### src/common/ledmat_pkg.sv
package ledmat_pkg;

    // brightness planes per colour, plane 0 is the shortest
    localparam int BRIGHT_BITS = 6;

    // clocks per shifted column
    localparam int COL_PERIOD = 4;

    // one-hot plane select
    typedef logic [BRIGHT_BITS-1:0] bright_mask_t;

    // bit 0 red, bit 1 green, bit 2 blue
    typedef logic [2:0] rgb_bits_t;

    typedef struct packed {
        logic [4:0] red;
        logic [5:0] green;
        logic [4:0] blue;
    } rgb565_t;

    // serial command bytes
    typedef enum logic [7:0] {
        OP_SET_BRIGHT = 8'h42,  // 'B'
        OP_LOAD_FRAME = 8'h4c,  // 'L'
        OP_SET_RGB    = 8'h52   // 'R'
    } cmd_opcode_e;

    typedef enum logic [1:0] {
        CTRL_IDLE = 2'd0,
        CTRL_ARG  = 2'd1,
        CTRL_LOAD = 2'd2
    } ctrl_state_e;

    typedef enum logic [1:0] {
        SCAN_SHIFT = 2'd0,
        SCAN_LATCH = 2'd1,
        SCAN_SHOW  = 2'd2
    } scan_state_e;

endpackage
### src/control/cmd_control.sv
`timescale 1ns/10ps

module cmd_control #(
    parameter int pixel_width  = 64,
    parameter int pixel_height = 32
) (
    input  logic                                          clk_in,
    input  logic                                          rst,
    input  logic [7:0]                                    rx_data,
    input  logic                                          rx_valid,
    output ledmat_pkg::rgb_bits_t                         rgb_enable,
    output ledmat_pkg::bright_mask_t                      brightness_enable,
    output logic                                          wr_en,
    output logic [$clog2(pixel_width*pixel_height*2)-1:0] wr_addr,
    output logic [7:0]                                    wr_data
);
    import ledmat_pkg::*;

    localparam int FRAME_BYTES = pixel_width * pixel_height * 2;
    localparam int AW          = $clog2(FRAME_BYTES);

    ctrl_state_e   state;
    cmd_opcode_e   arg_op;    // opcode waiting for its argument
    logic [AW-1:0] byte_cnt;  // next byte address of a frame load

    always_ff @(posedge clk_in) begin
        if (rst) begin
            state             <= CTRL_IDLE;
            arg_op            <= OP_SET_RGB;
            byte_cnt          <= '0;
            wr_en             <= 1'b0;
            rgb_enable        <= '1;
            brightness_enable <= '1;
        end else begin
            wr_en <= 1'b0;
            if (rx_valid) begin
                case (state)
                    CTRL_IDLE: begin
                        case (rx_data)
                            OP_SET_RGB, OP_SET_BRIGHT: begin
                                arg_op <= cmd_opcode_e'(rx_data);
                                state  <= CTRL_ARG;
                            end
                            OP_LOAD_FRAME: begin
                                byte_cnt <= '0;
                                state    <= CTRL_LOAD;
                            end
                            default: state <= CTRL_IDLE;  // unknown opcode
                        endcase
                    end
                    CTRL_ARG: begin
                        if (arg_op == OP_SET_RGB)
                            rgb_enable <= rx_data[2:0];
                        else
                            brightness_enable <= rx_data[BRIGHT_BITS-1:0];
                        state <= CTRL_IDLE;
                    end
                    CTRL_LOAD: begin
                        wr_en    <= 1'b1;
                        byte_cnt <= byte_cnt + 1'b1;
                        if (byte_cnt == AW'(FRAME_BYTES - 1))
                            state <= CTRL_IDLE;  // last byte of the frame
                    end
                    default: state <= CTRL_IDLE;
                endcase
            end
        end
    end

    // write port payload
    always_ff @(posedge clk_in) begin
        if (rx_valid && state == CTRL_LOAD) begin
            wr_addr <= byte_cnt;
            wr_data <= rx_data;
        end
    end

endmodule

### config.mk
export PLATFORM = sky130hd
export DESIGN_NAME = cmd_control
export DESIGN_NICKNAME = d
export VERILOG_FILES = /design/src/common/ledmat_pkg.sv /design/src/control/cmd_control.sv
export SDC_FILE = /design/constraint.sdc
export NUM_CORES = 1
export LEC_CHECK = 0
export ABC_AREA = 1
export BUFFER_PORTS_ARGS = -buffer_cell sky130_fd_sc_hd__buf_4
export CAP_MARGIN = 20
export CORE_ASPECT_RATIO = 0.7
export CORE_UTILIZATION = 54
export CTS_CLUSTER_DIAMETER = 150
export DETAILED_ROUTE_END_ITERATION = 6
export HOLD_SLACK_MARGIN = 0.02
export PLACE_DENSITY = 0.76
export SLEW_MARGIN = 20
export SYNTH_ARGS = -nofsm -noshare
export SYNTH_HDL_FRONTEND = slang
export SYNTH_SLANG_ARGS = --single-unit
### constraint.sdc
create_clock -name clk_in -period 2.83 [get_ports clk_in]
set_input_delay 0.7075 -clock clk_in [delete_from_list [all_inputs] [get_ports clk_in]]
set_output_delay 0.7075 -clock clk_in [all_outputs]
set_load 0.01 [all_outputs]
==> metrics.csv, run 1 <==
metric;value;unit
CTS buffer count;5;
Final GP Congestion;0.782;
Max-cap violations;0;
Critical Path Fanout Max;1;
top cells by area, synth;dfxtp_1, edfxtp_1, nand2_1, nor2_1, inv_1;
worst path required time;2120;ps
mapped cell area;2100;um^2
drt drc;0;
PortBufs;40;
Worst Clk Skew;9.73;ps
postcts setup bufs;0;
number of setup violations in the final report;0;
Max Root-Sink Buffers;2;
Avg WL per Cell;12.5;um
NumNets Final;286;
total negative slack;0;ps
post-DR vias/cell;5.04;
area leader, netlist;dfxtp_1;
initial antenna violation count;0;
die width;76.5;um
HPWL Detailed;2870;um
worst path arrival time;860;ps
layout cells sized above 1;0.247;
ANT cells;0;
DRT iter0 DRCs;84;
sequential-to-total area share from yosys stat;0.592;
die area;4140;um^2
I/O pins;41;
Tmin final;1560;ps
CP peak stage delay;400;ps
pin count of the biggest net entering global routing;24;
DIE HEIGHT;54.1;um
Crit. End Element;output port;
GRT Total Usage;0.213;
H-tree Lvls;2;
Yosys top cell area share;0.306;
HP Class;reg -> reg;
hold_buf cts;0;
RSZ-0062 raised after global routing;no;
Starting Density;0.578;
Final Hold Viols;0;
area grow syn2layout;21.0;%
DR pass1 iterations;4;
synth warn;0;
Synth cell types;27;
Mapped Nets;242;
period utilization;0.552;
Worst path top cell family by delay;flip-flops;
Final Power;0.00129;W
Max Freq;0.640;GHz
clk slew on worst S/H paths;80;ps
Slew Limit Fails;0;
Site Rows;18;
Antenna Nets Post-Route;0;
run status;finished clean;
CP startpoint kind;register;
Clk Latency, worst-skew pair;310;ps
Remaining Overflow, GRT;0;
Slew @ Worst Pin;723;ps
register bit total from synthesis;52;
Pwr per Cell Area;508;nW/um^2
CTS tree;yes;
Routed WL;4050;um
global-route wire length before repair;6430;um
Mapped Avg Cell Area;9.11;um^2
Mapped Cells;230;
CTS Sinks;52;
number of global-route vias before repair;1349;
Slew HR;0.517;
slowest CP cell;edfxtp_1;
PostCTS Resize Cnt;0;
Setup CP Type;reg -> out;
Placeable Area;3630;um^2
clock root buffer master;clkbuf_8;
Lkg Pwr;1.07;nW
Max VDD drop;0.000300;V
vias after detailed routing;1639;
Buf+Inv Stages, Crit Path;1;
worst path cell trace;buf_4;
[layout by cell type (no fill, tap or decap)]
cell	Yosys	routed
o21ai_2	1	1
nor2_4	2	2
nand3_1	13	13
edfxtp_1	20	20
clkinv_2	0	2
nor2_2	2	3
nand2_1	54	54
nor3_2	1	1
a21oi_2	3	3
inv_2	3	3
o211ai_1	9	9
inv_1	23	23
xor2_1	2	2
nand4_1	5	5
o21ai_0	7	7
ha_1	1	1
a21oi_1	7	7
buf_4	1	42
nor3_1	4	4
o21bai_1	1	1
clkbuf_8	0	6
nor2_1	29	28
nand2_2	4	4
dfxtp_1	32	32
a31oi_1	1	1
nand3_2	1	1
[routing by layer]
metal / vias to the layer above / GRT usage / part of all wire
li1: 847 / - / -
met1: 736 / 0.308 / 0.51
met2: 52 / 0.311 / 0.42
met3: 4 / 0.0458 / 0.069
met4: 0 / 0.0865 / 0.0082
met5: - / 0 / 0
[cell usage after synthesis (all sizes together)]
library cell   n
a21oi         10
a31oi          1
buf            4
clkbuf         1
dfxtp         32
edfxtp        20
ha             1
inv           26
nand2         58
nand3         14
nand4          5
nor2          33
nor3           5
o211ai         9
o21ai          8
o21bai         1
xor2           2
[stage by stage]
step                      hold WS (ps)  setup slack (ps)  utilization  std cells  area, um^2
after floorplan                    413               606            -        230        2100
after global placement             432              1030        0.674        317        2440
after detailed placement           438               988        0.674        317        2440
after CTS                          451              1260        0.699        325        2540
after global routing               461              1130        0.699        325        2540
final                              447              1270        0.699        325        2540
[path summary, 6_finish.rpt]
kind                                        startpoint                         to  slack [ps]  cells after the start
worst max register to register   state[1]$_SDFFE_PP0P_  byte_cnt[11]$_SDFFE_PP0P_        1310                      7
worst max-delay path              wr_data[2]$_DFFE_PP_                 wr_data[2]        1270                      1
worst min-delay path            arg_op[3]$_SDFFE_PP0P_     arg_op[3]$_SDFFE_PP0P_         450                      2
worst min register to register  arg_op[3]$_SDFFE_PP0P_     arg_op[3]$_SDFFE_PP0P_         450                      2
[cells by family after synthesis]
family                   after synthesis  synth area share
AND/OR/NAND/NOR                      115             0.242
flip-flops                            52             0.592
buffers and inverters                 31            0.0621
AO/OA/AOI/OAI                         29            0.0890
XOR/XNOR                               2           0.00836
adder cells (fa/ha/maj)                1           0.00597
[layout make-up]
type	instances	area, um^2
sequential	52	1240
fill	292	1090
multi-input combinational	147	727
timing repair buffer	42	315
inverter	26	97.6
clock buffer	6	82.6
tap	50	62.6
clock inverter	2	10.0
[flip-flops by register name, summed over array words and instances (netlist names)]
| register | cells |
|---|---|
| wr_en | 1 |
| wr_addr | 12 |
| state | 2 |
| byte_cnt | 12 |
| brightness_enable | 6 |
| wr_data | 8 |
| arg_op | 8 |
| rgb_enable | 3 |
[report_power, final]
part	leakage, nW	internal, W	switching, W
logic	0.578	0.0000279	0.0000472
registers	0.445	0.000785	0.00000508
clock network	0.0510	0.000195	0.000228
(Power assumes the default switching activity.)
==> inputs of run 2 (changes only) <==
==> constraint.sdc (replaced) <==
create_clock -name clk_in -period 1.49 [get_ports clk_in]
set_input_delay 0.3725 -clock clk_in [delete_from_list [all_inputs] [get_ports clk_in]]
set_output_delay 0.3725 -clock clk_in [all_outputs]
set_load 0.01 [all_outputs]
==> run 2 against run 1 <==
Hold slack lost 190 ps. Power grew 100%. Die area is the same. Via count grew 2.1%. Sequential share of layout area shrank 1.0 points. Largest power group unchanged.
==> metrics.csv, run 2 (same netlist as run 1, synthesis figures left out) <==
metric;value;unit
run status;finished clean;
worst r2r src;byte_cnt[1]$_SDFFE_PP0P_;
most common cell after layout, fill and taps aside;nand2_1;
NumNets Final;289;
Final GP Congestion;0.797;
Max Root-Sink Buffers;2;
GRT Total Usage;0.214;
R2R cell count;9;
Final Hold Viols;0;
Tmin final;1330;ps
register share of total power;0.572;
die width;76.5;um
hold-critical path depth;1;
HPWL Detailed;3060;um
pin count of the biggest net entering global routing;16;
power share of the clock group;0.372;
Antenna Nets Post-Route;0;
clk slew on worst S/H paths;90;ps
Critical Path Fanout Max;4;
CTS buffer count;5;
HP Class;in -> reg;
CTS tree;yes;
postcts setup bufs;0;
number of global-route vias before repair;1365;
Worst Hold Endpoint;wr_data[5]$_DFFE_PP_;
global-route wire length before repair;6590;um
clock root buffer master;clkbuf_8;
most frequent cells in the layout;nand2_1, buf_4, dfxtp_1;
Avg WL per Cell;12.5;um
RSZ-0062 raised after global routing;no;
worst path required time;1740;ps
hold_buf cts;0;
Final Instance Area;2590;um^2
top flop regs;byte_cnt x12, wr_addr x12;
post-DR vias/cell;5.10;
slowest CP cell;dfxtp_2;
CTS Sinks;52;
Worst Clk Skew;12.9;ps
Site Rows;18;
DR pass1 iterations;4;
register-to-register setup slack;160;ps
H-tree Lvls;2;
PortBufs;40;
Routed WL;4110;um
Slew Limit Fails;0;
Net Sw Power;0.000537;W
worst path cell trace;ha_1 -> nand2_1 -> nor2_4 -> nand2_1 -> nand2_1 -> nand3_1 -> nor2_1 -> nor2_1 -> nor2_1;
Remaining Overflow, GRT;0;
WHS;255;ps
power share of the combinational group;0.056;
Starting Density;0.578;
hold path startpoint;rx_data[5];
CP startpoint kind;register;
Placed Instances;320;
CP peak stage delay;380;ps
FF-to-FF End;byte_cnt[8]$_SDFFE_PP0P_;
Placeable Area;3630;um^2
Slew HR;0.676;
PostCTS Resize Cnt;0;
Max-cap violations;0;
DIE HEIGHT;54.1;um
total negative slack;0;ps
Crit. End Element;register;
number of setup violations in the final report;0;
Max VDD drop;0.000827;V
Setup CP Type;reg -> reg;
Clk Latency, worst-skew pair;310;ps
DRT iter0 DRCs;144;
Placed Area;2470;um^2
layout cells sized above 1;0.259;
Lkg Pwr;1.10;nW
Max Freq;0.755;GHz
I/O pins;41;
vias after detailed routing;1674;
drt drc;0;
Pwr per Cell Area;1010;nW/um^2
Pint;0.00209;W
area grow syn2layout;23.8;%
period utilization;0.889;
Slew @ Worst Pin;485;ps
initial antenna violation count;0;
Post-Layout Cell Count;328;
die area;4140;um^2
Sw Ratio;0.204;
ANT cells;0;
worst path arrival time;1580;ps
run 2: cell count changes in the layout (fill, tap and decap cells not counted):
cell	previous run	this run
nor2_2	3	1
clkinv_2	2	0
buf_4	42	45
clkinv_1	0	1
dfxtp_1	32	30
dfxtp_2	0	2
bufinv_16	0	1
nor2_4	2	4
run 2: worst max path at each step:
stage / cells after the start / slack, ps / startpoint / end
floorplan: 8 / 130 / state[0]$_SDFFE_PP0P_ / byte_cnt[11]$_SDFFE_PP0P_
global placement: 9 / 90 / rx_data[0] / byte_cnt[8]$_SDFFE_PP0P_
detailed placement: 9 / 50 / rx_data[0] / byte_cnt[6]$_SDFFE_PP0P_
CTS: 9 / 60 / byte_cnt[1]$_SDFFE_PP0P_ / byte_cnt[8]$_SDFFE_PP0P_
global route: 9 / 30 / byte_cnt[1]$_SDFFE_PP0P_ / byte_cnt[8]$_SDFFE_PP0P_
finish: 9 / 160 / byte_cnt[1]$_SDFFE_PP0P_ / byte_cnt[8]$_SDFFE_PP0P_
run 2: area by class of cell:
class | count | area, um^2
sequential | 52 | 1240
fill | 286 | 1030
multi-input combinational | 147 | 737
timing repair buffer | 45 | 338
inverter | 26 | 97.6
clock buffer | 6 | 82.6
tap | 50 | 62.6
clock inverter | 2 | 33.8
run 2: critical path: cells and delay by family (launching register included):
family                     cells  cell delay, ps
adders and majority gates      1             200
DFF                            1             380
and+or+nand+nor                8             700
run 2: per-stage QoR:
stage	setup WS (ps)	total power [W]	utilization
final	165	0.00263	0.716
after global routing	26.0	0.00272	0.716
after CTS	61.9	0.00264	0.714
after detailed placement	46.1	0.00168	0.682
after global placement	89.2	0.00168	0.682
after floorplan	128	0.00161	-
run 2: power groups by stage:
stage / Clock, W / Combinational, W / Sequential (W)
global placement: 0 / 0.000144 / 0.00153
floorplan: 0 / 0.0000713 / 0.00154
detailed placement: 0 / 0.000146 / 0.00153
CTS: 0.000987 / 0.000147 / 0.00150
global route: 0.00105 / 0.000163 / 0.00150
finish: 0.000977 / 0.000148 / 0.00150
run 2: layer usage:
layer,share of wire,track usage
met5,0,0
met1,0.50,0.319
met3,0.079,0.0661
met2,0.41,0.305
met4,0.0061,0.0385
