File: config.mk
export PLATFORM = sky130hd
export DESIGN_NAME = frame_fetch
export DESIGN_NICKNAME = d
export VERILOG_FILES = /design/src/common/ledmat_pkg.sv /design/src/scan/frame_fetch.sv
export SDC_FILE = /design/constraint.sdc
export NUM_CORES = 1
export LEC_CHECK = 0
export ABC_CLOCK_PERIOD_IN_PS = 3100
export BUFFER_PORTS_ARGS = -buffer_cell sky130_fd_sc_hd__clkbuf_2
export CORE_ASPECT_RATIO = 1.1
export CORE_UTILIZATION = 51
export CTS_BUF_LIST = sky130_fd_sc_hd__clkbuf_8
export DETAILED_ROUTE_END_ITERATION = 10
export PLACE_DENSITY_LB_ADDON = 0.25
export SYNTH_ARGS = -nofsm -noshare
export SYNTH_HDL_FRONTEND = slang
export SYNTH_SLANG_ARGS = --single-unit
File: constraint.sdc
create_clock -name clk_in -period 3.1 [get_ports clk_in]
set_input_delay 0 -clock clk_in [delete_from_list [all_inputs] [get_ports clk_in]]
set_output_delay 0 -clock clk_in [all_outputs]
set_load 0.01 [all_outputs]
File: src/common/ledmat_pkg.sv
package ledmat_pkg;

    // brightness planes per colour, plane 0 is the shortest
    localparam int BRIGHT_BITS = 6;

    // clocks per shifted column
    localparam int COL_PERIOD = 4;

    // one-hot plane select
    typedef logic [BRIGHT_BITS-1:0] bright_mask_t;

    // bit 0 red, bit 1 green, bit 2 blue
    typedef logic [2:0] rgb_bits_t;

    typedef struct packed {
        logic [4:0] red;
        logic [5:0] green;
        logic [4:0] blue;
    } rgb565_t;

    // serial command bytes
    typedef enum logic [7:0] {
        OP_SET_BRIGHT = 8'h42,  // 'B'
        OP_LOAD_FRAME = 8'h4c,  // 'L'
        OP_SET_RGB    = 8'h52   // 'R'
    } cmd_opcode_e;

    typedef enum logic [1:0] {
        CTRL_IDLE = 2'd0,
        CTRL_ARG  = 2'd1,
        CTRL_LOAD = 2'd2
    } ctrl_state_e;

    typedef enum logic [1:0] {
        SCAN_SHIFT = 2'd0,
        SCAN_LATCH = 2'd1,
        SCAN_SHOW  = 2'd2
    } scan_state_e;

endpackage
File: src/scan/frame_fetch.sv
`timescale 1ns/10ps

module frame_fetch #(
    parameter int pixel_width  = 64,
    parameter int pixel_height = 32
) (
    input  logic                                        clk_in,
    input  logic                                        rst,
    input  logic                                        pixel_load_start,
    input  logic [$clog2(pixel_width)-1:0]              column_address,
    input  logic [$clog2(pixel_height/2)-1:0]           row_address,
    input  ledmat_pkg::bright_mask_t                    brightness_mask,
    input  ledmat_pkg::rgb_bits_t                       rgb_enable,
    input  ledmat_pkg::bright_mask_t                    brightness_enable,
    output logic                                        rd_en,
    output logic [$clog2(pixel_width*pixel_height)-1:0] rd_addr,
    input  ledmat_pkg::rgb565_t                         rd_data,
    output ledmat_pkg::rgb_bits_t                       rgb1,
    output ledmat_pkg::rgb_bits_t                       rgb2
);
    import ledmat_pkg::*;

    localparam int AW = $clog2(pixel_width * pixel_height);

    logic [COL_PERIOD-2:1] load_pipe;  // bit 1 top data back, last bit bottom data back
    logic [AW-1:0]         top_index;
    logic [AW-1:0]         bottom_index;
    rgb565_t               top_word;
    rgb565_t               bottom_word;
    bright_mask_t          plane_sel;

    // pick one plane bit out of a pixel
    function automatic rgb_bits_t plane_bits(input rgb565_t px, input bright_mask_t sel,
                                             input rgb_bits_t en);
        logic [5:0] red6;
        logic [5:0] green6;
        logic [5:0] blue6;
        red6   = {px.red, px.red[4]};    // 5 to 6 bits, msb repeated
        green6 = px.green;
        blue6  = {px.blue, px.blue[4]};
        return {en[2] & |(blue6 & sel), en[1] & |(green6 & sel), en[0] & |(red6 & sel)};
    endfunction

    assign top_index    = AW'(row_address) * AW'(pixel_width) + AW'(column_address);
    assign bottom_index = top_index + AW'(pixel_width * pixel_height / 2);  // row r + H/2

    // phase 0 top word, phase 1 bottom word
    assign rd_en   = pixel_load_start | load_pipe[1];
    assign rd_addr = pixel_load_start ? top_index : bottom_index;

    always_ff @(posedge clk_in) begin
        if (rst)
            load_pipe <= '0;
        else
            load_pipe <= {load_pipe[COL_PERIOD-3:1], pixel_load_start};
    end

    always_ff @(posedge clk_in) begin
        if (load_pipe[1])
            top_word <= rd_data;
        if (load_pipe[COL_PERIOD-2])
            bottom_word <= rd_data;
    end

    assign plane_sel = brightness_mask & brightness_enable;
    assign rgb1      = plane_bits(top_word, plane_sel, rgb_enable);
    assign rgb2      = plane_bits(bottom_word, plane_sel, rgb_enable);

endmodule

==> results of run 1 <==
-- routing by layer --
metal / vias up / part of all wire / global-route usage / wire length [µm]
met3: 6 / 0.058 / 0.0909 / 180
li1: 430 / - / - / -
met2: 46 / 0.57 / 0.461 / 1760
met5: - / 0 / 0 / 0
met1: 435 / 0.35 / 0.266 / 1080
met4: 0 / 0.020 / 0.0952 / 61
-- logic make-up (layout without fill, tap and decap cells) --
group	count (synthesis)	in the layout	synth area share
DFF	34	34	0.753
AOI/OAI and AO/OA	21	21	0.123
buffers and inverters	16	71	0.0800
and+or+nand+nor	11	11	0.0442
-- synth_stat cells --
cell type,n,share of area
a22o_1,1,0.0066
buf_6,1,0.0085
a31oi_1,8,0.038
and2_1,1,0.0047
and2_4,1,0.0066
nor2_1,1,0.0028
and3_1,2,0.0094
nand2_1,4,0.011
buf_4,10,0.056
a32oi_1,12,0.079
clkbuf_2,1,0.0038
inv_1,4,0.011
nor2b_1,1,0.0047
or2_2,1,0.0047
dfxtp_1,2,0.030
edfxtp_1,32,0.72
-- state kept, by name, summed over array words and instances, names as in the netlist --
name         count
bottom_word     16
load_pipe        2
top_word        16
-- final cells by class --
| type | instances | area, µm² |
|---|---|---|
| well taps | 31 | 38.8 |
| flip-flops and latches | 34 | 1000 |
| repair buffers | 59 | 385 |
| multi-input cells | 32 | 223 |
| fillers | 182 | 717 |
| inverters | 4 | 15.0 |
| clock buffers | 6 | 82.6 |
| clock inverters | 2 | 33.8 |
-- cells in the final DEF, fill, tap and decap left out --
cell,n
inv_1,5
a22o_1,1
nor2b_1,1
or2_2,1
and2_1,1
nor2_1,1
edfxtp_1,32
clkbuf_8,6
dlygate4sd3_1,18
bufinv_16,1
a31oi_1,8
and2_4,1
clkbuf_2,41
nand2_1,4
and3_1,2
a32oi_1,12
dfxtp_1,2
-- metrics by stage --
stage,cell area [µm²],instances,util,setup slack (ns)
finish,1780,168,0.713,1.62
global route,1780,168,0.713,1.55
CTS,1780,168,0.713,1.64
detailed placement,1480,142,0.594,1.92
global placement,1480,142,0.594,1.93
floorplan,1330,82,-,2.09
-- where the power goes --
group,internal (mW),switching (mW),total [mW]
Combinational,0.0459,0.0399,0.0858
Sequential,0.521,0.0116,0.533
Clock,0.259,0.157,0.415
Total,0.826,0.208,1.03
-- final timing paths --
check             slack (ns)                  endpoint  cells past startpoint                     from
hold reg to reg         0.82  bottom_word[1]$_DFFE_PP_                      0  load_pipe[2]$_SDFF_PP0_
setup / recovery        1.62                     rd_en                      2  load_pipe[1]$_SDFF_PP0_
setup reg to reg        1.90     top_word[8]$_DFFE_PP_                      0  load_pipe[1]$_SDFF_PP0_
hold / removal      0.000004                rd_addr[0]                      0        column_address[0]
==> flow_summary.ini, run 1 <==
[clock_tree]
post_cts_buffers = 0
root_buffer = clkbuf_8
clk_path_buf_depth = 2
clk_latency_ns = 0.29
cts_buffers = 5
cts_max_level = 2
cts_tree = yes
cts.clk_slew.worst_paths_ns = 0.07
clock-sinks = 34
cts_hold_buf = 18
cts_resized = 0

[floorplanning]
rows = 19
dieArea_um2 = 2820
ioPinCount = 62
initial_core_util = 0.533
die_w_um = 50.7
die_y_um = 55.6
core_area_um2 = 2500

[synthesis]
yosysSeqAreaShare = 0.753
synth_area_um2 = 1330
ys_types = 16
synth_cells = 82
syn_nets = 126
ys_ff_latch = 34
yosysWarnings = 0
syn_avg_cell_area_um2 = 16.2

[timing]
worst_slew_pin_slew_ns = 0.766
finalSetupViolCount = 0
skew_ns = 0.00689
finalCritPeriodShare = 0.479
drv_slew = 0
setup_tns_ns = 0
period_needed_ns = 1.48
rsz0062_at_grt = false
fmax_mhz = 673
holdWs_ns = 0.00000391
hold_viol = 0
slew_headroom = 0.488

[critical_path]
path_buf_inv = 1
cp-end-kind = output port
start_kind = register
cp_max_fo = 18
cpPeakStageDelay_ns = 0.82
critical_path_required_ns = 3.10
slowest_stage = dfxtp_1
crit_family = flip-flops
arrival_ns = 1.48
path_cells = or2_2 > clkbuf_2
criticalPathCategory = reg -> out

[grt]
grt_pass1_vias = 968
grt_max_degree = 19
antenna_found_initial = 0
grt-ovfl-total = 0
grt_pass1_wl_mm = 4.82
grt_usage = 0.256

[route]
wire_per_inst_um = 18.3
drtPass1Iterations = 4
routed_wl_mm = 3.08
route.detailed.drc = 0
num_vias = 917
vias_per_cell = 5.46
drt_iter0_markers = 50
ant_nets = 0

[power]
peakVddDrop_v = 0.000564
power_mw = 1.03
p_leak_nw = 0.704
powerDensity_nw_per_um2 = 581

[placed_design]
dp_hpwl_mm = 1.82
numPortBuffers = 41
globalplace.congestion = 0.761

[hold_path]
hold_path_class = in -> out

[run_status]
status = finished clean

[cells_and_area]
drive_gt1_frac = 0.365
antenna_cells = 0
nNetsFinal = 180
area_delta_synth_final_pct = 33.8

[run]
maxCapViolCount = 0
Power figures use the tool's default switching activity.
==> run 2: changes to the inputs <==
Settings changed: ABC_AREA set to 1, ABC_CLOCK_PERIOD_IN_PS 3100 to 1370, CORE_UTILIZATION 51 to 48.
Clock period 3.1 ns to 1.37 ns, I/O delays scaled along.
==> flow_summary.ini, run 2 <==
[floorplanning]
ioPinCount = 62
core_area_um2 = 2750
dieArea_um2 = 3100
die_y_um = 58.3
rows = 20
initial_core_util = 0.503
die_w_um = 53.2

[synthesis]
yosysTopAreaCell = edfxtp_1
ys_ff_latch = 34
yosys-top-cells-area = edfxtp_1 69%, nand3_1 10%, nand2_1 6.0%
synth.most_common_cell = edfxtp_1
synth_area_um2 = 1390
synth_common_cells = 32 x edfxtp_1, 28 x nand3_1, 22 x nand2_1, 10 x buf_4, 8 x nor2_1
synth_cells = 115
yosysSeqAreaShare = 0.723
ys_types = 8
synth_async_sr_flop_share = 0
yosys.area.top_type_share = 0.694
yosysWarnings = 0
synth-edff-count = 32
synthFlopType = edfxtp_1
syn_nets = 159
syn_avg_cell_area_um2 = 12.0

[placed_design]
dp_hpwl_mm = 1.91
place_area_um2 = 1570
numPortBuffers = 41
globalplace.congestion = 0.806

[cells_and_area]
multi_input_area_um2 = 283
final_core_util = 0.685
final_cell_mix = 41 x clkbuf_2, 32 x edfxtp_1, 28 x nand3_1, 22 x nand2_1, 18 x dlygate4sd3_1
register_area_um2 = 1000
largestRegisters = bottom_word: 16 flops, top_word: 16 flops, load_pipe: 2 flops
fillCellCount = 207
nNetsFinal = 217
antenna_cells = 0
area_delta_synth_final_pct = 36.0
drive_gt1_frac = 0.287
stdcell_area_um2 = 1880
layout_commonest_cell = clkbuf_2

[route]
ant_nets = 0
vias_per_cell = 4.90
route.detailed.drc = 0
drtPass1Iterations = 4
routed_wl_mm = 2.77
drt_iter0_markers = 33
num_vias = 1015
wire_per_inst_um = 13.4

[critical_path]
arrival_ns = 1.16
cp_max_fo = 1
rrSetupSlack_ns = 0.49
ff2ff_path_depth = 1
slowest_stage = edfxtp_1
cp-end-kind = output port
path_cells = nand3_1 > nand2_1 > nor2_1 > a21oi_1 > clkbuf_2
criticalPathCategory = reg -> out
start_kind = register
crit_family = flip-flops
critical_path_required_ns = 1.37
path_buf_inv = 1
r2r_start = load_pipe[1]$_SDFF_PP0_
cpPeakStageDelay_ns = 0.38
worstReg2RegEnd = top_word[2]$_DFFE_PP_

[grt]
grt_pass1_vias = 1037
grt-ovfl-total = 0
grt_max_degree = 17
antenna_found_initial = 0
grt_usage = 0.204
grt_pass1_wl_mm = 4.24

[timing]
skew_ns = 0.00599
hold_viol = 0
setup_tns_ns = 0
finalCritPeriodShare = 0.843
rsz0062_at_grt = false
drv_slew = 0
fmax_mhz = 866
period_needed_ns = 1.16
finalSetupViolCount = 0
holdWs_ns = 0.00000448
slew_headroom = 0.846
worst_slew_pin_slew_ns = 0.230

[hold_path]
hold_path_class = in -> out
hold_end = rd_addr[3]
hold_depth = 0
min_from = column_address[3]

[run]
maxCapViolCount = 0

[clock_tree]
clk_path_buf_depth = 2
cts_max_level = 2
cts.clk_slew.worst_paths_ns = 0.07
clock-sinks = 34
cts_tree = yes
post_cts_buffers = 0
clk_latency_ns = 0.28
root_buffer = clkbuf_8
cts_buffers = 5

[power]
power_mw = 2.47
p_leak_nw = 0.823
powerDensity_nw_per_um2 = 1310
peakVddDrop_v = 0.00148

[run_status]
status = finished clean
run 2: cell types whose count changed in the layout (fill, tap and decap cells not counted), sizes merged, moves of 2 or more:
cell	delta
a31oi	-8
nor2	+7
and2	-2
a21oi	+6
buf	+2
inv	+2
a32oi	-12
nand2	+18
nand3	+28
and3	-2
run 2: timing repair:
item / in CTS / in global routing
hold buffers: 18 / 0
resized for setup: 0 / 0
hold endpoints to repair: 34 / 0
run 2: final cells by class:
cell class	count	share of cell area
tap	33	0.0219
sequential	34	0.531
clock inverter	3	0.0339
clock buffer	5	0.0365
multi-input combinational	64	0.150
inverter	7	0.0139
timing repair buffer	61	0.212
run 2: worst max-delay path by stage:
stage,startpoint,to,slack [ns],cells past startpoint
after floorplan,load_pipe[1]$_SDFF_PP0_,top_word[0]$_DFFE_PP_,0.36,0
after global placement,load_pipe[1]$_SDFF_PP0_,top_word[15]$_DFFE_PP_,0.51,1
after detailed placement,load_pipe[1]$_SDFF_PP0_,top_word[10]$_DFFE_PP_,0.49,1
after CTS,top_word[1]$_DFFE_PP_,rgb1[2],0.20,5
after global routing,top_word[8]$_DFFE_PP_,rgb1[1],0.13,5
final,bottom_word[11]$_DFFE_PP_,rgb2[0],0.21,5
run 2: report_power, final:
group	internal (mW)	switching, mW	total [mW]
Combinational	0.107	0.114	0.221
Clock	0.720	0.338	1.06
Sequential	1.18	0.00927	1.19
run 2: routing by layer:
| layer | routed length [µm] | vias to the layer above | global-route usage |
|---|---|---|---|
| li1 | - | 513 | - |
| met1 | 1030 | 456 | 0.213 |
| met2 | 1530 | 40 | 0.364 |
| met3 | 167 | 6 | 0.0620 |
| met4 | 43 | 0 | 0.0977 |
| met5 | 0 | - | 0 |
run 2: logic make-up (layout without fill, tap and decap cells):
family | count (synthesis) | in the layout | synth area share
AND/OR/NAND/NOR | 58 | 58 | 0.182
flip-flops | 34 | 34 | 0.723
buffers and inverters | 17 | 76 | 0.0732
AO/OA/AOI/OAI | 6 | 6 | 0.0217
run 2: stage by stage:
stage          instances  worst slack (ns)
5_1_grt              207             0.133
6_report             207             0.215
4_1_cts              207             0.205
3_5_place_dp         181             0.494
2_1_floorplan        115             0.365
3_3_place_gp         181             0.510
