[src/common/ledmat_pkg.sv]
package ledmat_pkg;

    // brightness planes per colour, plane 0 is the shortest
    localparam int BRIGHT_BITS = 6;

    // clocks per shifted column
    localparam int COL_PERIOD = 4;

    // one-hot plane select
    typedef logic [BRIGHT_BITS-1:0] bright_mask_t;

    // bit 0 red, bit 1 green, bit 2 blue
    typedef logic [2:0] rgb_bits_t;

    typedef struct packed {
        logic [4:0] red;
        logic [5:0] green;
        logic [4:0] blue;
    } rgb565_t;

    // serial command bytes
    typedef enum logic [7:0] {
        OP_SET_BRIGHT = 8'h42,  // 'B'
        OP_LOAD_FRAME = 8'h4c,  // 'L'
        OP_SET_RGB    = 8'h52   // 'R'
    } cmd_opcode_e;

    typedef enum logic [1:0] {
        CTRL_IDLE = 2'd0,
        CTRL_ARG  = 2'd1,
        CTRL_LOAD = 2'd2
    } ctrl_state_e;

    typedef enum logic [1:0] {
        SCAN_SHIFT = 2'd0,
        SCAN_LATCH = 2'd1,
        SCAN_SHOW  = 2'd2
    } scan_state_e;

endpackage
[src/scan/matrix_scan.sv]
`timescale 1ns/10ps

module matrix_scan #(
    parameter int pixel_width  = 64,
    parameter int pixel_height = 32,
    parameter int oe_unit      = 8
) (
    input  logic                              clk_in,
    input  logic                              rst,
    output logic                              pixel_load_start,
    output logic [$clog2(pixel_width)-1:0]    column_address,
    output logic [$clog2(pixel_height/2)-1:0] row_address,
    output ledmat_pkg::bright_mask_t          brightness_mask,
    output logic                              clk_pixel,
    output logic                              row_latch,
    output logic                              oe_n,
    output logic [$clog2(pixel_height/2)-1:0] row_addr
);
    import ledmat_pkg::*;

    localparam int CW = $clog2(pixel_width);
    localparam int RW = $clog2(pixel_height / 2);
    localparam int PW = $clog2(COL_PERIOD);
    localparam int BW = $clog2(BRIGHT_BITS);
    localparam int SW = $clog2(oe_unit << (BRIGHT_BITS - 1));  // longest show time

    scan_state_e   state;
    logic [PW-1:0] phase;
    logic [BW-1:0] plane;
    logic [SW-1:0] show_cnt;  // counts down to 0

    always_ff @(posedge clk_in) begin
        if (rst) begin
            state          <= SCAN_SHIFT;
            phase          <= '0;
            column_address <= '0;
            row_address    <= '0;
            row_addr       <= '0;
            plane          <= '0;
            show_cnt       <= '0;
        end else begin
            case (state)
                SCAN_SHIFT: begin
                    if (phase == PW'(COL_PERIOD - 1)) begin
                        phase <= '0;
                        if (column_address == CW'(pixel_width - 1)) begin
                            column_address <= '0;
                            row_addr       <= row_address;  // new row on the latch cycle
                            state          <= SCAN_LATCH;
                        end else begin
                            column_address <= column_address + 1'b1;
                        end
                    end else begin
                        phase <= phase + 1'b1;
                    end
                end
                SCAN_LATCH: begin
                    show_cnt <= SW'((oe_unit << plane) - 1);  // binary weighted
                    state    <= SCAN_SHOW;
                end
                SCAN_SHOW: begin
                    if (show_cnt == '0) begin
                        state <= SCAN_SHIFT;
                        if (plane == BW'(BRIGHT_BITS - 1)) begin
                            plane <= '0;
                            if (row_address == RW'(pixel_height / 2 - 1))
                                row_address <= '0;
                            else
                                row_address <= row_address + 1'b1;
                        end else begin
                            plane <= plane + 1'b1;
                        end
                    end else begin
                        show_cnt <= show_cnt - 1'b1;
                    end
                end
                default: state <= SCAN_SHIFT;
            endcase
        end
    end

    assign pixel_load_start = (state == SCAN_SHIFT) && (phase == '0);
    assign clk_pixel        = (state == SCAN_SHIFT) && (phase == PW'(COL_PERIOD - 1));
    assign row_latch        = (state == SCAN_LATCH);
    assign oe_n             = (state != SCAN_SHOW);   // active low, lit only while showing
    assign brightness_mask  = bright_mask_t'(1) << plane;

endmodule

[config.mk]
export PLATFORM = sky130hd
export DESIGN_NAME = matrix_scan
export DESIGN_NICKNAME = d
export VERILOG_FILES = /design/src/common/ledmat_pkg.sv /design/src/scan/matrix_scan.sv
export SDC_FILE = /design/constraint.sdc
export NUM_CORES = 1
export LEC_CHECK = 0
export ABC_AREA = 1
export ABC_CLOCK_PERIOD_IN_PS = 1300
export BUFFER_PORTS_ARGS = -buffer_cell sky130_fd_sc_hd__buf_2
export CAP_MARGIN = 25
export CORE_MARGIN = 2
export CORE_UTILIZATION = 53
export CTS_BUF_LIST = sky130_fd_sc_hd__clkbuf_8
export CTS_CLUSTER_SIZE = 10
export DETAILED_ROUTE_END_ITERATION = 7
export PLACE_DENSITY_LB_ADDON = 0.3
export SKIP_CTS_REPAIR_TIMING = 1
export SLEW_MARGIN = 20
export SYNTH_ARGS = -nofsm -noshare
export SYNTH_HDL_FRONTEND = slang
export SYNTH_SLANG_ARGS = --single-unit
[constraint.sdc]
create_clock -name clk_in -period 1.3 [get_ports clk_in]
set_input_delay 0.26 -clock clk_in [delete_from_list [all_inputs] [get_ports clk_in]]
set_output_delay 0.26 -clock clk_in [all_outputs]
set_load 0.02 [all_outputs]
==> results of run 1 <==
==> area by class of cell <==
class                           count  area, µm²  area share, %
Sequential cell                    29      605.6          25.39
Clock buffer                        5      68.82          2.886
Clock inverter                      3      65.06          2.728
Timing Repair Buffer               45      324.1          13.59
Multi-Input combinational cell    159       1081          45.33
Inverter                           41      185.2          7.765
Tap cell                           44      55.05          2.308
==> cell usage in the layout (no fill, tap or decap), types with 5 or more instances in the layout <==
cell | netlist | layout
inv_1 | 32 | 18
nand2_1 | 47 | 43
nor2_4 | 3 | 7
dfxtp_1 | 29 | 17
buf_6 | 0 | 7
nor2_1 | 19 | 13
clkbuf_8 | 0 | 5
nand3_1 | 21 | 18
o21ai_0 | 18 | 15
nor2_2 | 3 | 5
inv_4 | 1 | 7
dfxtp_2 | 0 | 8
buf_4 | 0 | 22
inv_2 | 6 | 13
buf_2 | 3 | 16
nand2_2 | 1 | 5
a21oi_1 | 8 | 7
==> metal layers <==
layer,GRT usage [%],up-vias,part of all wire [%]
met5,0,-,0
met2,37.27,50,51
met3,4.691,20,4.1
li1,-,848,-
met1,29.34,782,41
met4,12.38,0,3.6
==> kinds of logic after synthesis <==
group	share of synthesized area, %
flip-flops	34.47
adder cells (fa/ha/maj)	5.200
AO/OA/AOI/OAI	11.74
XOR/XNOR	1.560
buffers and inverters	10.70
AND/OR/NAND/NOR	36.33
==> critical path, stage by stage (launching register included) <==
cell and delay (ps):
dfxtp_4 360, buf_6 130, inv_4 60, nand3_2 80
inv_2 60, buf_6 100
==> path summary, 6_finish.rpt <==
kind                        endpoint
setup / recovery  brightness_mask[0]
hold / removal              state[1]
setup reg to reg         show_cnt[7]
hold reg to reg             state[0]
==> registers in the layout, indices dropped and copies added, names as in the netlist <==
name and count:
show_cnt 8, column_address 6, row_addr 4, row_address 4, plane 3, phase 2, state 2
==> stage by stage <==
stage	setup slack (ps)	utilization (%)	setup TNS (ps)	area, µm²
after floorplan	2.816	-	0	1694
after global placement	60.59	63.88	0	1934
after detailed placement	-11.18	63.88	-17.48	1934
after CTS	-219.9	68.31	-1217	2068
after global routing	-74.36	78.76	-695.8	2385
final	-37.34	78.76	-158.3	2385
==> power by group through the flow <==
stage | registers, µW | logic, µW | clock network (µW)
after detailed placement | 930 | 114 | 0
final | 909 | 182 | 1140
after global placement | 930 | 113 | 0
after CTS | 910 | 115 | 1140
after global routing | 911 | 196 | 1180
after floorplan | 935 | 73.1 | 0
==> run summary, run 1 <==
Subtracting the final worst setup slack from the clock period gives 1337 ps. The number of distinct standard cells referenced by the synthesized netlist came out at 32. The final layout contains routed wiring with a total length of 4393 µm. The worst setup path is of the reg -> out kind.

After the first detailed-routing iteration, the DRC count stood at 106. After clock tree synthesis, the clock-pin slew on the worst setup and hold paths is 70 ps. The area share of the largest cell type after synthesis came out at 34.47%. The horizontal extent of the die came out at 60.37 µm. Detailed placement ended at an HPWL of 2754 µm.

Leaving out filler cells and counting taps, the final layout contains 326. The cell sitting at the root of the clock tree is a clkbuf_8. In this run the tool buffered the top-level ports with 25 buffer cells. The count of final hold-check violations came out at 0. The path class of the lowest-slack min-delay path is in -> reg. In this run the critical register-to-register path is launched from plane[1]. The internal power came out at 1739 µW. The post-route DRC violation count came out at 0. The synthesized design contains 29 register bits.

The part of the power in registers is 40.8%. The number of cells produced by synthesis is 232. The number of buffers between clock root and the deepest sink is 2. The relative slew slack is 80.10%.

The number of global-route vias before repair came out at 1,430. In this run the count of I/O pins placed on the die edge is 26. Yosys attributes the largest share of cell area to dfxtp_1 34%, nand2_1 10%, inv_1 7.1%. The average footprint of a synthesized cell is 7.259 µm².

The area inside the core boundary came out at 3028 µm². The worst setup path startpoint is plane[0]. In this run the worst path has a maximum fanout of 5. The number of nets produced by synthesis is 241. The required time at the endpoint of the critical path is 1040 ps. The clock latency on the worst-skew pair came out at 290 ps.

The number of antenna violations at the first check in global routing came out at 0. Once the floorplan was initialized, standard cells occupied 55.62% of the core. The remaining antenna violation count after routing came out at 0. The flow ran to the end, but the final reports show violations. The maximum level of the CTS H-tree came out at 2.

Clock tree synthesis inserted a total of 5 buffers. The total power per unit cell area is 934.9 nW/µm². The count of pins over their slew limit was 0.

The peak ir drop on the vdd network is 0.8346 mV. Final hold analysis gives a worst-case slack of 275.2 ps. The worst setup path is launched from a flip-flop. The y dimension of the die came out at 60.37 µm. The switching part of the total is 22.02%. Clock skew on the completed layout was measured at 4.750 ps. The net switching component of the power is 491.0 µW. The combined global-route utilization of all metal layers is 23.21%. Summed over all cells, the static leakage comes to 0.001127 µW. At the worst endpoint, the arrival time is 1080 ps.

nand2_1 is the most common cell in the netlist. For this run, the top clock speed supported by timing is 747.8 MHz. The number of cells on the worst reg-to-reg path came out at 10. The total of max-cap violations came out at 0. The synthesis-to-layout area growth is 41.60%. The worst setup slack after layout is -37.34 ps. The first-pass iteration count of the detailed router is 4. The worst hold path stage count came out at 2. The final weighted congestion in routability-driven placement is 0.9370. The number of placed instances, taps included, is 308. Setup repair after global routing could not meet its margin everywhere. The share of synthesized registers carrying an async set or reset is 0%. The pin count of the biggest net entering global routing is 11. The worst setup path is captured at an output port. The final layout contains 290 nets.

The combinational share of power is 8.1%. The most used flip-flop cell after synthesis is dfxtp_1. The cell area after technology mapping is 1684 µm². The layout has 195 filler cells.

TritonCTS built the clock tree. The routed wire length per instance came out at 13.48 µm. The power consumption came out at 2230 µW. The synthesized design contains 0 enable-type register cells. The startpoint of the most critical hold path is rst. In the routed layout, each cell is associated on average with a via count of 5.215. By count the netlist is led by 47 x nand2_1, 32 x inv_1, 29 x dfxtp_1. The warning count from the yosys run came out at 0. For this run the aggregate overflow at the end of global routing stands at 0. The share of total power dissipated in the clock network is 51.1%. The setup check on the worst reg-to-reg path leaves a slack of 30 ps. The number of sinks driven by the clock tree came out at 29. The final reports fail on negative setup slack.

0 antenna diodes ended up in the layout. The number of rows created at floorplan is 20. The final route contains 1,700 vias. The count of final setup violators came out at 9. dfxtp_1 takes more of the synthesized area than any other cell.

For this run, the register share of the synthesized area comes to 34.47%. The area of the die is 3645 µm². The share of the clock period used by the worst path came out at 102.9%. Cells with a size suffix above 1 make up 46.45% of the layout. The pin slew with the least headroom to its limit is 295.3 ps. The global-route wire length before repair came out at 6265 µm.
No activity file was read; power rests on OpenSTA's default activity.
==> run 2: changes to the inputs <==
--- a/config.mk
+++ b/config.mk
@@ -15,7 +15,6 @@
 export CTS_CLUSTER_SIZE = 10
 export DETAILED_ROUTE_END_ITERATION = 7
 export PLACE_DENSITY_LB_ADDON = 0.3
-export SKIP_CTS_REPAIR_TIMING = 1
 export SLEW_MARGIN = 20
 export SYNTH_ARGS = -nofsm -noshare
 export SYNTH_HDL_FRONTEND = slang
==> run 2 against run 1 <==
Effect of this change:
- global-route usage is 1.3 points higher
- flip-flop and latch count stayed put
- setup slack better by 6.8 ps
- via count is 1.2% lower
- count of clock-buffer cells in the layout stayed put
- critical path type unchanged
- die area stayed put
- hold slack hardly changed
- the run still ends with negative setup slack left
- design area is 0.79% lower
==> run summary, run 2 (synthesized netlist as in run 1, its figures left out) <==
The number of global-route vias before repair is 1,495 (+4.5%). The cell family with the largest share of critical-path delay is flip-flops. The count of final hold-check violations is 0 (unchanged).

Leaving out fill and tap cells, the most frequent cell in the layout is nand2_1. The global-route wire length before repair came to 6575 µm (+4.9%). The area inside the core boundary is 3028 µm² (unchanged).

The signal on the critical path passes through buf_6 > inv_2 > nand3_2 > inv_2 > buf_6. The worst clock skew is 6.296 ps (+1.546 ps). The final reports fail on negative setup slack. The number of inserted diodes came out at 0 (unchanged).

The number of design-rule violations left by the first detailed-router iteration is 72 (-32%). The clock-pin transition on the worst setup and hold timing paths is 60 ps (about the same). The combinational share of power came out at 7.6% (-0.5 points).

The part of the power in registers is 41.3% (+0.5 points). The ratio of cells with drive above 1 in the final layout came out at 45.71% (-0.74 points). The area of placed instances came out at 1934 µm² (unchanged). Setup repair after global routing could not meet its margin everywhere. The total non-filler cell area in the finished layout came out at 2366 µm² (-0.79%).

The clock latency on the worst-skew pair came to 280 ps (about the same). The critical path's slowest cell is dfxtp_4. The number of sinks driven by the clock tree is 29 (unchanged). The critical path depth in cells is 5 (unchanged). The total of max-cap violations is 0 (unchanged). The share of the clock period used by the worst path is 102.3% (-0.52 points). In this run the worst hold path is classified as in -> reg. The number of filler instances in the final layout came to 205 (+5.1%). The number of buffers between clock root and the deepest sink is 2 (unchanged). The minimum period implied by the final worst setup slack is 1331 ps (-6.817 ps). The top achievable clock speed came out at 751.6 MHz (+0.51%).

The y dimension of the die came out at 60.37 µm (unchanged). The total power per unit cell area is 933.5 nW/µm² (-0.15%). The number of antenna violations at the first check in global routing was 0 (unchanged). The pin count of the biggest net entering global routing is 11 (unchanged). The minimum hold slack was 275.7 ps (+0.4580 ps). TritonCTS built the clock tree. The first-pass iteration count of the detailed router came out at 4 (unchanged). The flip-flop count of the largest register after layout came to 8 (unchanged).

The count of final setup violators was 8 (-1). The worst hold path stage count was 2 (unchanged). The largest fanout on the critical path is 5 (unchanged). The post-route DRC violation count is 0 (unchanged). More flip-flops sit in one register than any other, and that register is show_cnt.

The internal power is 1734 µW (-0.26%). The net total in the final layout came out at 288 (-0.69%). The total clock buffers created by CTS came out at 5 (unchanged).

The routed wire length per instance is 13.17 µm (-2.3%). The remaining antenna violation count after routing came out at 0 (unchanged). The pin slew with the least headroom to its limit was 251.3 ps (-44.09 ps).

The total global routing overflow is 0 (unchanged). The port buffer count is 25 (unchanged). The switching part of the total is 21.49% (-0.54 points). The most used routing layer in global routing is met2. The count of buffering cells on the critical path with inverters included is 4 (unchanged). The number of top-level design ports is 26 (unchanged). The number of rows created at floorplan came to 20 (unchanged). The number of cells on the worst reg-to-reg path is 6 (-4). The routing usage on met3 came out at 4.478% (-0.21 points). The final wirelength came out at 4267 µm (-2.9%). The worst setup slack after layout came out at -30.53 ps (+6.817 ps). The fraction of met2 tracks used by global routing was 42.24% (+5.0 points). Leaving out fill and tap cells, the most frequent cells in the layout are 43 x nand2_1, 19 x buf_4, 18 x nand3_1, 18 x inv_1. The horizontal extent of the die came out at 60.37 µm (unchanged). The required time at the endpoint of the critical path came to 1040 ps (about the same). The worst setup path is captured at an output port.

The flow ran to the end, but the final reports show violations. The count of pins over their slew limit is 0 (unchanged). The largest registers in the layout are show_cnt x8, column_address x6. Clock tree synthesis selected as its root buffer the cell clkbuf_8.

The HPWL after detailed placement was 2754 µm (unchanged). The final weighted congestion in routability-driven placement came to 0.9370 (unchanged). The net switching component of the power was 474.6 µW (-3.3%).

The initial core utilization is 55.62% (unchanged). The worst setup path is launched from a flip-flop. The part of the power in the clock network was 51.1% (about the same). The number of vias per cell is 5.185 (-0.57%). The category of the critical setup timing path is reg -> out. The total number of vias came out at 1,680 (-1.2%). The peak ir drop on the vdd network is 0.8064 mV (-3.4%). The area of the die was 3645 µm² (unchanged). The maximum level of the CTS H-tree came out at 2 (unchanged).

The relative slew slack came out at 83.23% (+3.1 points). The met1 layer usage reported by global route came out at 28.78% (-0.56 points). The synthesis-to-layout area growth came out at 40.49%. The leakage power is 0.001113 µW (-1.3%).

The combined global-route utilization of all metal layers came out at 24.48% (+1.3 points). The data arrival time of the worst path is 1070 ps (about the same). The largest stage delay on the critical path is 360 ps (about the same).
[run 2: worst paths after layout]
kind | from | to | slack (ps)
worst min register to register | column_address[5] | state[0] | 470
worst min-delay path | rst | state[1] | 280
worst max register to register | column_address[1] | row_addr[3] | 20
worst max-delay path | plane[0] | brightness_mask[0] | -30
[run 2: layout make-up]
| type | count | area [µm²] | share of cell area (%) |
|---|---|---|---|
| sequential | 29 | 604.3 | 25.54 |
| clock buffer | 5 | 68.82 | 2.909 |
| clock inverter | 3 | 65.06 | 2.750 |
| multi-input combinational | 159 | 1077 | 45.53 |
| timing repair buffer | 43 | 312.8 | 13.22 |
| tap | 44 | 55.05 | 2.327 |
| inverter | 41 | 182.7 | 7.721 |
[run 2: timing repair]
| item | in CTS | in global routing |
|---|---|---|
| setup endpoints to repair | 13 | 29 |
| buffers inserted | 3 | 5 |
| gates resized for setup | 53 | 32 |
| gates cloned | 0 | 0 |
| pin swaps | 8 | 8 |
| hold buffers | 0 | 0 |
[run 2: worst register-to-register path: stages (launching register included)]
cell and delay [ps]:
dfxtp_2 360, ha_1 180, inv_1 80, nor3_4 210, nand2_2 130, nand3_1 110
o21ai_0 90
[run 2: per-stage QoR]
stage / setup slack (ps) / total power [µW] / utilization (%) / std cells / setup TNS [ps]
detailed placement: -11.18 / 1045 / 63.88 / 308 / -17.48
floorplan: 2.816 / 1008 / - / 232 / 0
finish: -30.53 / 2209 / 78.14 / 324 / -129.8
CTS: -33.57 / 2200 / 73.60 / 319 / -124.7
global route: -121.7 / 2283 / 78.14 / 324 / -953.6
global placement: 60.59 / 1043 / 63.88 / 308 / 0
[run 2: routing by layer]
layer | wire length (µm) | vias up
li1 | - | 846
met1 | 1789 | 778
met2 | 2188 | 41
met3 | 150 | 15
met4 | 140 | 0
met5 | 0 | -
[run 2: power groups by stage]
| stage | clock network [µW] | logic [µW] | registers [µW] |
|---|---|---|---|
| after floorplan | 0 | 73.1 | 935 |
| after global placement | 0 | 113 | 930 |
| after detailed placement | 0 | 114 | 930 |
| after CTS | 1140 | 150 | 911 |
| after global routing | 1190 | 182 | 912 |
| final | 1130 | 168 | 911 |
